--- config.mk ---
export PLATFORM = sky130hd
export DESIGN_NAME = glb_bank_ctrl
export DESIGN_NICKNAME = d
export VERILOG_FILES = /design/src/hw/glb_pkg.sv /design/src/hw/glb_bank_ctrl.sv
export VERILOG_INCLUDE_DIRS = /design/src /design/src/hw
export SDC_FILE = /design/constraint.sdc
export NUM_CORES = 1
export LEC_CHECK = 0
export BUFFER_PORTS_ARGS = -buffer_cell sky130_fd_sc_hd__buf_2
export CAP_MARGIN = 0
export CORE_AREA = 2 2 139 141
export DETAILED_ROUTE_END_ITERATION = 6
export DIE_AREA = 0 0 141 143
export PLACE_DENSITY = 0.52
export SLEW_MARGIN = 10
export SYNTH_ARGS = -nofsm -noshare
export SYNTH_HDL_FRONTEND = slang
export SYNTH_SLANG_ARGS = --single-unit
export TNS_END_PERCENT = 20
--- constraint.sdc ---
create_clock -name clk -period 5.8 [get_ports clk]
set_clock_uncertainty 0.15 [all_clocks]
set_input_delay 0.87 -clock clk [delete_from_list [all_inputs] [get_ports clk]]
set_output_delay 0.87 -clock clk [all_outputs]
set_load 0.02 [all_outputs]
--- src/hw/glb_defines.svh ---
// bank geometry macros for the global buffer, included by the package and the bank RTL
`ifndef GLB_DEFINES_SVH
`define GLB_DEFINES_SVH

// one bank word, as stored in the sram
`define GLB_DATA_WIDTH 64

// byte address of one bank, 4 KiB
`define GLB_ADDR_WIDTH 12

// byte-in-word bits below the row index
`define GLB_BYTE_OFFSET 3

// config port moves half a word
`define GLB_CFG_DATA_WIDTH 32

// one strobe bit per byte lane
`define GLB_STRB_WIDTH 8

`endif

--- src/hw/glb_pkg.sv ---
// shared widths and channel structs of the global buffer bank, imported by every bank module
`default_nettype none

`include "glb_defines.svh"

package glb_pkg;

    // plain vectors with a meaning of their own
    typedef logic [`GLB_DATA_WIDTH-1:0] glb_data_t;
    typedef logic [`GLB_ADDR_WIDTH-1:0] glb_addr_t;
    // row index, byte offset stripped
    typedef logic [`GLB_ADDR_WIDTH-`GLB_BYTE_OFFSET-1:0] glb_word_addr_t;
    typedef logic [`GLB_STRB_WIDTH-1:0] glb_strb_t;
    typedef logic [`GLB_CFG_DATA_WIDTH-1:0] glb_cfg_data_t;

    // data port request, strb only matters for writes
    typedef struct packed {
        logic      wr;
        glb_addr_t addr;
        glb_data_t data;
        glb_strb_t strb;
    } glb_req_t;

    // data port response, room for more fields later
    typedef struct packed {
        glb_data_t data;
    } glb_rsp_t;

    // config access, sampled every cycle
    typedef struct packed {
        logic          wr_en;
        logic          rd_en;
        glb_addr_t     addr;
        glb_cfg_data_t wr_data;
    } glb_cfg_req_t;

    // config read result, valid for one cycle
    typedef struct packed {
        glb_cfg_data_t rd_data;
        logic          rd_data_valid;
    } glb_cfg_rsp_t;

endpackage

`default_nettype wire

--- src/hw/glb_bank_ctrl.sv ---
// data port controller of one bank: request handshake, strobe expansion, held response register
`default_nettype none
`timescale 1ns/1ps

`include "glb_defines.svh"

module glb_bank_ctrl (
    input  wire logic               clk,
    input  wire logic               reset,
    input  wire glb_pkg::glb_req_t  req,
    input  wire logic               req_valid,
    output logic                    req_ready,
    output glb_pkg::glb_rsp_t       rsp,
    output logic                    rsp_valid,
    input  wire logic               rsp_ready,
    input  wire logic               cfg_busy,
    output logic                    mem_ren,
    output logic                    mem_wen,
    output glb_pkg::glb_addr_t      mem_addr,
    output glb_pkg::glb_data_t      mem_wdata,
    output glb_pkg::glb_data_t      mem_bit_sel,
    input  wire glb_pkg::glb_data_t mem_rdata
);

    // transfer on this edge
    logic req_fire;
    // read issued last edge, data on mem_rdata now
    logic rd_pending;

    // stall for cfg, an sram read in flight, or a held response
    assign req_ready = ~cfg_busy & ~rd_pending & ~(rsp_valid & ~rsp_ready);
    assign req_fire  = req_valid & req_ready;

    // one sram access per transfer
    assign mem_wen   = req_fire & req.wr;
    assign mem_ren   = req_fire & ~req.wr;
    assign mem_addr  = req.addr;
    assign mem_wdata = req.data;

    // each strobe bit covers one byte lane
    always_comb begin
        for (int i = 0; i < `GLB_STRB_WIDTH; i++) begin
            mem_bit_sel[i*8 +: 8] = {8{req.strb[i]}};
        end
    end

    // pending flag and response valid
    always_ff @(posedge clk or posedge reset) begin
        if (reset) begin
            rd_pending <= 1'b0;
            rsp_valid  <= 1'b0;
        end else begin
            rd_pending <= mem_ren;
            if (rd_pending) begin
                rsp_valid <= 1'b1;
            end else if (rsp_ready) begin
                rsp_valid <= 1'b0;
            end
        end
    end

    // response payload, only loaded when a read returns
    // a read never issues while a response is held, so no overwrite
    always_ff @(posedge clk) begin
        if (rd_pending) begin
            rsp.data <= mem_rdata;
        end
    end

endmodule

`default_nettype wire

==> results of run 1 <==
## routing by layer
layer	GRT usage, %	wire length [um]	vias to the layer above
met5	0	13	-
met4	4.37	233	2
met3	4.73	1000	37
met2	8.65	2940	130
met1	5.27	1860	638
li1	-	-	591
## power by group
| group | switching [W] | total [W] | internal [W] |
|---|---|---|---|
| combinational | 0.0000386 | 0.0000651 | 0.0000264 |
| sequential | 0.00000346 | 0.000544 | 0.000540 |
| clock | 0.000197 | 0.000528 | 0.000331 |
| total | 0.000239 | 0.00114 | 0.000898 |
## cells by family after synthesis
family / after synthesis / synth area share [%]
buffers and inverters: 141 / 34.3
flip-flops: 66 / 64.2
AND/OR/NAND/NOR: 6 / 1.47
## state kept, by name, summed over array words and instances (netlist names)
name        flops
rsp_valid       1
rd_pending      1
rsp            64
## worst max path at each step
| stage | start | end | slack [ns] | cells past startpoint |
|---|---|---|---|---|
| floorplan | rd_pending$_DFF_PP0_ | mem_ren | 2.56 | 2 |
| global placement | cfg_busy | mem_ren | 3.28 | 3 |
| detailed placement | cfg_busy | mem_ren | 3.20 | 3 |
| CTS | rd_pending$_DFF_PP0_ | req_ready | 3.08 | 3 |
| global route | rd_pending$_DFF_PP0_ | req_ready | 2.97 | 3 |
| finish | rd_pending$_DFF_PP0_ | req_ready | 3.13 | 3 |
## cell type report
class	count	area share (%)
Inverter	1	0.114
Clock buffer	9	6.82
Multi-Input combinational cell	6	1.36
Timing Repair Buffer	138	21.0
Tap cell	234	8.87
Sequential cell	66	59.8
Clock inverter	7	2.08
## metrics by stage
step           cells  instance area, um2  power [W]  utilization (%)  worst slack (ns)
2_1_floorplan    213                3070   0.000721                -              2.56
3_3_place_gp     445                3010   0.000618             16.2              3.28
3_5_place_dp     445                3010   0.000620             16.2              3.20
4_1_cts          461                3300    0.00116             17.8              3.08
5_1_grt          461                3300    0.00118             17.8              2.97
6_report         461                3300    0.00114             17.8              3.13
## cells in the mapped netlist
| library cell | n |
|---|---|
| buf_4 | 140 |
| dfrtp_1 | 2 |
| edfxtp_1 | 64 |
| inv_1 | 1 |
| nand2b_1 | 1 |
| nor2b_1 | 1 |
| nor3_1 | 1 |
| nor4_1 | 1 |
| nor4b_2 | 1 |
| or2_1 | 1 |
==> metrics.md, run 1 <==
| Metric | Value |
|---|---|
| Count of clock tree sinks | `66` |
| Number of fill cells | `2,014` |
| Syn Nets | `367` |
| Placer congestion estimate | `0.725` |
| Cell count after synthesis | `213` |
| Dominant cells by area after synthesis | `edfxtp_1 63%, buf_4 34%, dfrtp_1 1.6%` |
| Vias in the first global route | `1,516` |
| Status | `complete, no violations` |
| Setup TNS | `0 ns` |
| Layout cell share with drive strength beyond 1 | `68.3%` |
| WHS | `0.236 ns` |
| N_diodes | `0` |
| Fin crit share | `46.0%` |
| Detail Placement HPWL | `4.73 mm` |
| WL final | `6.05 mm` |
| Worst-Margin Slew | `0.805 ns` |
| Area Growth Syn to Fin | `7.50%` |
| Worst Path Max Fanout | `66` |
| Detailed Routing Iterations Pass 1 | `6` |
| Vias per cell | `3.03` |
| Slowest CP cell | `buf_4` |
| CP delay by family, top | `buffers and inverters` |
| # rows | `50` |
| Routed Antenna Nets | `0` |
| Most common cell after layout, fill and taps aside | `buf_2` |
| Synth warnings | `0` |
| Routed len/inst | `13.1 um` |
| Slew Limit Fails | `0` |
| RSZ-0062 raised after global routing | `false` |
| Clock buffer depth | `2` |
| Leakage | `1.32 nW` |
| Max-cap violations | `0` |
| Relative slew margins | `46.3%` |
| Yosys top cell area share | `62.6%` |
| Via count | `1,398` |
| CP Class | `reg2out` |
| CTS tree | `built` |
| Core area | `18,600 um2` |
| Sequential Area | `1970 um2` |
| Mapped Area | `3070 um2` |
| Worst Path Required | `4.78 ns` |
| Synth area leader | `edfxtp_1` |
| FF-to-FF Start | `rd_pending$_DFF_PP0_` |
| Fmax | `375 MHz` |
| Final hold vios | `0` |
| Net count, final | `376` |
| Initial drt markers | `27` |
| Die Y-Extent | `143 um` |
| Die Span X | `141 um` |
| Avg Cell Area, Syn | `14.4 um2` |
| Area of the multi-input gates | `45.0 um2` |
| Crit-path cells | `buf_4, nor3_1, buf_2` |
| Port Buffers | `137` |
| I/O pin count | `362` |
| Initial Util | `16.5%` |
| Clk Latency, worst-skew pair | `0.32 ns` |
| Setup bufs post-CTS | `0` |
| Worst setup EP type | `output pin` |
| Overall routing resource usage | `5.83%` |
| Worst min path class | `in2async` |
| Post-synth cell types | `10` |
| Seq/Total Area, Yosys | `64.2%` |
| Clock Pin Slew Worst Setup and Hold Paths | `0.06 ns` |
| Drt drc | `0` |
| H-Tree Depth | `3` |
| Max VDD drop | `0.185 mV` |
| Final setup viols | `0` |
| Worst R2R End | `rsp[7]$_DFFE_PP_` |
| Initial antenna violation count | `1` |
| Root buf cell | `clkbuf_16` |
| CP Buf/Inv Count | `2` |
| Hold bufs inserted after CTS | `0` |
| First-pass GRT wire length | `8.56 mm` |
| Largest net degree at the start of global routing | `67` |
| CTS-repair resized insts | `0` |
| Final critical-path required period | `2.67 ns` |
| R2R Setup Slk | `4.26 ns` |
| Most frequent cells in the layout | `137 x buf_2, 64 x edfxtp_1, 9 x clkbuf_16` |
| Yosys reg bits | `66` |
| Area of the die | `20,200 um2` |
| GRT Residual Overflow | `0` |
| Type of origin of the critical path | `flip-flop` |
| CP Data Arrival Time | `1.65 ns` |
| PwrDens | `344 nW/um2` |
| CP max stage delay | `0.63 ns` |
| Reg2reg path depth | `1` |
| Cts bufs inserted | `9` |
No activity file was read; power rests on OpenSTA's default activity.
==> run 2, diff against run 1 <==
Clock period 5.8 ns to 2.74 ns, I/O delays scaled along.
==> run 2 against run 1 <==
  * Critical path depth did not move
  * Via count fell by 1.4%
  * Wire length rose by 1.1%
  * Combinational power rose by 110%
  * Sequential cell count did not move
  * Final area fell by 0.72%
  * Die area did not move
  * Largest cell class unchanged
==> metrics.md, run 2 (synthesis gave the netlist of run 1 again) <==
| Metric | Value |
|---|---|
| Max-cap violations | `0 (unchanged)` |
| Drt drc | `0 (unchanged)` |
| H-Tree Depth | `3 (unchanged)` |
| Clk Latency, worst-skew pair | `0.33 ns (about the same)` |
| Clock power share | `43.8% (-2.6 points)` |
| Detail Placement HPWL | `4.69 mm (-0.79%)` |
| Worst Path Max Fanout | `22 (-67%)` |
| Layout cell share with drive strength beyond 1 | `67.4% (-0.88 points)` |
| Leakage | `1.31 nW (-0.68%)` |
| Layout Utilization | `17.6% (-0.13 points)` |
| Count of clock tree sinks | `66 (unchanged)` |
| CTS tree | `built` |
| GRT Residual Overflow | `0 (unchanged)` |
| Most frequent cells in the layout | `137 x buf_2, 64 x edfxtp_1, 9 x clkbuf_16` |
| Part of the power in registers | `50.3% (+2.5 points)` |
| Slew Limit Fails | `0 (unchanged)` |
| Max VDD drop | `0.339 mV (+83%)` |
| Initial Util | `16.5% (unchanged)` |
| Biggest regs | `rsp (64), rd_pending (1), rsp_valid (1)` |
| Status | `complete, no violations` |
| WL final | `6.12 mm (+1.1%)` |
| Cts bufs inserted | `9 (unchanged)` |
| Switching fraction of total power | `21.6% (+0.61 points)` |
| Fin crit share | `81.6%` |
| Core area | `18,600 um2 (unchanged)` |
| Clock buffer depth | `2 (unchanged)` |
| Worst-Margin Slew | `0.581 ns (-0.224 ns)` |
| I/O pin count | `362 (unchanged)` |
| Area of the die | `20,200 um2 (unchanged)` |
| Hold_sp | `mem_rdata[62]` |
| Final setup viols | `0 (unchanged)` |
| Port Buffers | `137 (unchanged)` |
| Routed len/inst | `13.3 um (+1.1%)` |
| Detailed Routing Iterations Pass 1 | `4 (-2)` |
| Dpl ws | `0.840 ns (-2.36 ns)` |
| Vias per cell | `2.99 (-1.4%)` |
| Clock Pin Slew Worst Setup and Hold Paths | `0.06 ns (about the same)` |
| R2R Setup Slk | `0.95 ns (-3.31 ns)` |
| Type of origin of the critical path | `flip-flop` |
| WHS Endpoint | `rsp[62]$_DFFE_PP_` |
| Routed Antenna Nets | `0 (unchanged)` |
| Initial antenna violation count | `1 (unchanged)` |
| Post-DP Area | `3010 um2 (unchanged)` |
| Cell internal pwr | `0.00180 W (+100%)` |
| Setup WS post-layout | `0.505 ns (-2.63 ns)` |
| FF-to-FF Start | `rd_pending$_DFF_PP0_` |
| First-pass GRT wire length | `8.50 mm (-0.65%)` |
| Hold depth | `1` |
| Worst R2R End | `rsp[39]$_DFFE_PP_` |
| Placer congestion estimate | `0.698 (-3.7%)` |
| GR Util met2 | `8.50% (-0.15 points)` |
| Max reg flops | `64 (unchanged)` |
| Worst min path class | `in2reg` |
| Combinational share of power | `5.9% (+0.2 points)` |
| Worst setup EP type | `output pin` |
| Relative slew margins | `61.3% (+15 points)` |
| Root buf cell | `clkbuf_16` |
| # rows | `50 (unchanged)` |
| Most Crowded Layer GR | `met2` |
| Worst Path Required | `2.18 ns (-2.60 ns)` |
| P_sw | `0.000496 W (+110%)` |
| Area Growth Syn to Fin | `6.72%` |
| Most common cell after layout, fill and taps aside | `buf_2` |
| Die Span X | `141 um (unchanged)` |
| CP max stage delay | `0.59 ns (-0.04 ns)` |
| CP delay by family, top | `flip-flops` |
| Biggest register | `rsp` |
| Slowest CP cell | `dfrtp_2` |
| Fmax | `447 MHz` |
| Die Y-Extent | `143 um (unchanged)` |
| CTS-repair resized insts | `0 (unchanged)` |
| Overall routing resource usage | `5.86% (+0.034 points)` |
| Setup TNS | `0 ns (unchanged)` |
| PwrDens | `701 nW/um2 (+100%)` |
| Initial drt markers | `37 (+37%)` |
| Final hold vios | `0 (unchanged)` |
| Crit-path cells | `nand2b_1, nor4_1, buf_2` |
| Net count, final | `377 (+0.27%)` |
| Met1 Resource Use GR | `5.83% (+0.56 points)` |
| Met3 Use GR | `4.53% (-0.20 points)` |
| Reg2reg path depth | `1 (unchanged)` |
| RSZ-0062 raised after global routing | `false` |
| CP Buf/Inv Count | `1 (-1)` |
| CP Data Arrival Time | `1.67 ns (+0.02 ns)` |
| Via count | `1,379 (-1.4%)` |
| N_diodes | `0 (unchanged)` |
| CP Class | `reg2out` |
| Largest net degree at the start of global routing | `47 (-30%)` |
| Final instance area | `3280 um2 (-0.72%)` |
| Vias in the first global route | `1,499 (-1.1%)` |
| Final critical-path required period | `2.24 ns` |
[run 2: cell count changes in the layout (fill, tap and decap cells not counted), sizes merged]
cell,previous run,this run
inv,2,1
clkinvlp,1,0
bufinv,1,0
dlygate4sd3,0,1
clkinv,4,6
[run 2: worst max path at each step]
stage | from | endpoint | slack, ns | cells after the start
2_1_floorplan | rd_pending$_DFF_PP0_ | mem_ren | 0.39 | 2
3_3_place_gp | rd_pending$_DFF_PP0_ | mem_ren | 0.87 | 3
3_5_place_dp | rd_pending$_DFF_PP0_ | mem_ren | 0.84 | 3
4_1_cts | rd_pending$_DFF_PP0_ | mem_ren | 0.47 | 3
5_1_grt | rd_pending$_DFF_PP0_ | mem_ren | 0.39 | 3
6_report | rd_pending$_DFF_PP0_ | mem_ren | 0.50 | 3
[run 2: layout make-up]
cell class                 instances  area, um2
sequential                        66       1970
multi-input combinational          6       45.0
tap                              234        293
clock inverter                     6       35.0
timing repair buffer             139        703
fill                            2002      15300
clock buffer                       9        225
inverter                           1       3.75
[run 2: power by group through the flow]
| stage | Combinational, W | Clock [W] | Sequential, W |
|---|---|---|---|
| 2_1_floorplan | 0.000307 | 0 | 0.00122 |
| 3_3_place_gp | 0.000133 | 0 | 0.00118 |
| 3_5_place_dp | 0.000136 | 0 | 0.00118 |
| 4_1_cts | 0.000137 | 0.00105 | 0.00116 |
| 5_1_grt | 0.000145 | 0.00109 | 0.00116 |
| 6_report | 0.000135 | 0.00101 | 0.00116 |
[run 2: per-stage QoR]
| stage | hold slack (ns) | cells | total power (W) |
|---|---|---|---|
| final | 0.0997 | 461 | 0.00230 |
| after global routing | 0.0785 | 461 | 0.00240 |
| after CTS | 0.0789 | 461 | 0.00235 |
| after detailed placement | 0.129 | 445 | 0.00131 |
| after global placement | 0.129 | 445 | 0.00131 |
| after floorplan | 0.00212 | 213 | 0.00153 |
[run 2: routing by layer]
| layer | vias to the layer above | part of all wire (%) |
|---|---|---|
| li1 | 592 | - |
| met1 | 646 | 34 |
| met2 | 111 | 49 |
| met3 | 28 | 14 |
| met4 | 2 | 3.0 |
| met5 | - | 0.21 |
[run 2: what timing repair did]
item                                   4_1_cts  5_1_grt
endpoints found under the hold margin        2        0
hold buffers                                 1        0
buffers inserted                             0        0
==> run 3, diff against run 2 <==
Clock period 2.74 ns to 2.25 ns, I/O delays scaled along.
==> run 3 against run 2 <==
  * Critical path depth unchanged
  * Final cell count increased by 0.65%
  * Combinational power increased by 25%
  * Worst hold slack got worse by 0.070 ns
  * Clock power increased by 39%
  * Sequential cell count unchanged
  * Wire length decreased by 1.9%
  * Global-route usage decreased by 0.087 points
  * Non-clock buffer count unchanged
  * Worst setup slack got worse by 0.27 ns
  * Register-to-register slack got worse by 0.08 ns
==> metrics.md, run 3 (synthesis gave the netlist of run 1 again) <==
| Metric | Value |
|---|---|
| # rows | `50 (unchanged)` |
| Port Buffers | `137 (unchanged)` |
| Vias in the first global route | `1,566 (+4.5%)` |
| Root buf cell | `clkbuf_16` |
| Fin crit share | `89.5%` |
| CTS tree | `built` |
| CTS-repair resized insts | `0 (unchanged)` |
| PwrDens | `891 nW/um2 (+27%)` |
| Worst setup EP type | `output pin` |
| Final critical-path required period | `2.01 ns` |
| Initial Util | `16.5% (unchanged)` |
| Slowest CP cell | `dfrtp_2` |
| CP delay by family, top | `flip-flops` |
| Leakage | `1.33 nW (+1.1%)` |
| Routed len/inst | `12.9 um (-2.6%)` |
| Max-cap violations | `0 (unchanged)` |
| CP Data Arrival Time | `1.53 ns (-0.14 ns)` |
| Net count, final | `377 (unchanged)` |
| Initial antenna violation count | `4 (+3)` |
| Area of the die | `20,200 um2 (unchanged)` |
| Most common cell after layout, fill and taps aside | `buf_2` |
| Setup TNS | `0 ns (unchanged)` |
| Die Span X | `141 um (unchanged)` |
| Clock buffer depth | `2 (unchanged)` |
| Setup bufs post-CTS | `0 (unchanged)` |
| Die Y-Extent | `143 um (unchanged)` |
| Setup WS post-layout | `0.235 ns (-0.269 ns)` |
| CP Buf/Inv Count | `1 (unchanged)` |
| Max reg flops | `64 (unchanged)` |
| CP Depth | `3 (unchanged)` |
| Worst min path class | `in2reg` |
| CP max stage delay | `0.51 ns (-0.08 ns)` |
| Final setup viols | `0 (unchanged)` |
| Reg2reg path depth | `1 (unchanged)` |
| Worst R2R End | `rsp[26]$_DFFE_PP_` |
| Clock Pin Slew Worst Setup and Hold Paths | `0.06 ns (about the same)` |
| Clk Latency, worst-skew pair | `0.32 ns (about the same)` |
| Initial drt markers | `49 (+32%)` |
| First-pass GRT wire length | `8.57 mm (+0.81%)` |
| Hold depth | `1 (unchanged)` |
| Biggest regs | `rsp (64), rd_pending (1), rsp_valid (1)` |
| Hold_sp | `mem_rdata[60]` |
| WHS | `0.0295 ns (-0.0701 ns)` |
| Drt drc | `0 (unchanged)` |
| Via count | `1,422 (+3.1%)` |
| Type of origin of the critical path | `flip-flop` |
| I/O pin count | `362 (unchanged)` |
| Number of fill cells | `2,002 (unchanged)` |
| RSZ-0062 raised after global routing | `false` |
| WHS Endpoint | `rsp[60]$_DFFE_PP_` |
| Placer congestion estimate | `0.727 (+4.2%)` |
| Detailed Routing Iterations Pass 1 | `4 (unchanged)` |
| Worst Path Max Fanout | `11 (-50%)` |
| CP Class | `reg2out` |
| Overall routing resource usage | `5.77% (-0.087 points)` |
| Crit-path cells | `nand2b_1, nor4_2, buf_2` |
| Max VDD drop | `0.439 mV (+30%)` |
| Largest net degree at the start of global routing | `58 (+23%)` |
| Most frequent cells in the layout | `137 x buf_2, 64 x edfxtp_1, 9 x clkbuf_16` |
| H-Tree Depth | `3 (unchanged)` |
| Core area | `18,600 um2 (unchanged)` |
| GRT Residual Overflow | `0 (unchanged)` |
| Area Growth Syn to Fin | `8.55%` |
| FF-to-FF Start | `rd_pending$_DFF_PP0_` |
| Relative slew margins | `75.8% (+15 points)` |
| Count of clock tree sinks | `66 (unchanged)` |
| Biggest register | `rsp` |
| Slew Limit Fails | `0 (unchanged)` |
| R2R Setup Slk | `0.87 ns (-0.08 ns)` |
| WL final | `6.00 mm (-1.9%)` |
| Dpl ws | `0.534 ns (-0.306 ns)` |
| Worst-Margin Slew | `0.362 ns (-0.219 ns)` |
| Status | `complete, no violations` |
| Routed Antenna Nets | `0 (unchanged)` |
| Fmax | `496 MHz` |
| Vias per cell | `3.06 (+2.5%)` |
| Detail Placement HPWL | `4.43 mm (-5.5%)` |
| Cts bufs inserted | `9 (unchanged)` |
| Hold bufs inserted after CTS | `1 (unchanged)` |
| Final hold vios | `0 (unchanged)` |
| Layout cell share with drive strength beyond 1 | `68.0% (+0.58 points)` |
| Worst Path Required | `1.76 ns (-0.42 ns)` |
## run 3: metal layers
layer,GRT usage [%],up-vias,share of wire (%),wire [um]
met2,8.19,128,48,2880
met4,4.11,4,2.8,167
met3,5.10,25,16,974
met1,5.37,665,33,1960
li1,-,600,-,-
met5,0,-,0.38,23
## run 3: how the worst max path moves through the flow
stage	from	to	slack, ns
final	rd_pending$_DFF_PP0_	mem_ren	0.24
after CTS	rd_pending$_DFF_PP0_	mem_ren	0.18
after floorplan	rd_pending$_DFF_PP0_	mem_wen	0.18
after global routing	rd_pending$_DFF_PP0_	mem_ren	0.13
after global placement	rd_pending$_DFF_PP0_	mem_ren	0.62
after detailed placement	rd_pending$_DFF_PP0_	mem_ren	0.53
## run 3: per-stage QoR
| stage | cells | utilization (%) | area [um2] | total power [W] |
|---|---|---|---|---|
| floorplan | 213 | - | 3080 | 0.00186 |
| global placement | 445 | 16.3 | 3030 | 0.00160 |
| detailed placement | 445 | 16.3 | 3030 | 0.00160 |
| CTS | 462 | 17.9 | 3330 | 0.00304 |
| global route | 462 | 17.9 | 3330 | 0.00309 |
| finish | 464 | 17.9 | 3330 | 0.00297 |
## run 3: cell type report
| type | instances | area, um2 | share of cell area [%] |
|---|---|---|---|
| flip-flops and latches | 66 | 1970 | 59.2 |
| repair buffers | 139 | 716 | 21.5 |
| well taps | 234 | 293 | 8.78 |
| clock buffers | 9 | 225 | 6.75 |
| clock inverters | 7 | 67.6 | 2.03 |
| multi-input cells | 6 | 51.3 | 1.54 |
| diodes | 2 | 5.00 | 0.150 |
| inverters | 1 | 3.75 | 0.113 |
## run 3: power breakdown
group | leakage [nW] | switching (W) | internal, W
Clock | 0.141 | 0.000545 | 0.000854
Combinational | 0.576 | 0.0000973 | 0.0000716
Sequential | 0.611 | 0.0000114 | 0.00139
Total | 1.33 | 0.000654 | 0.00232
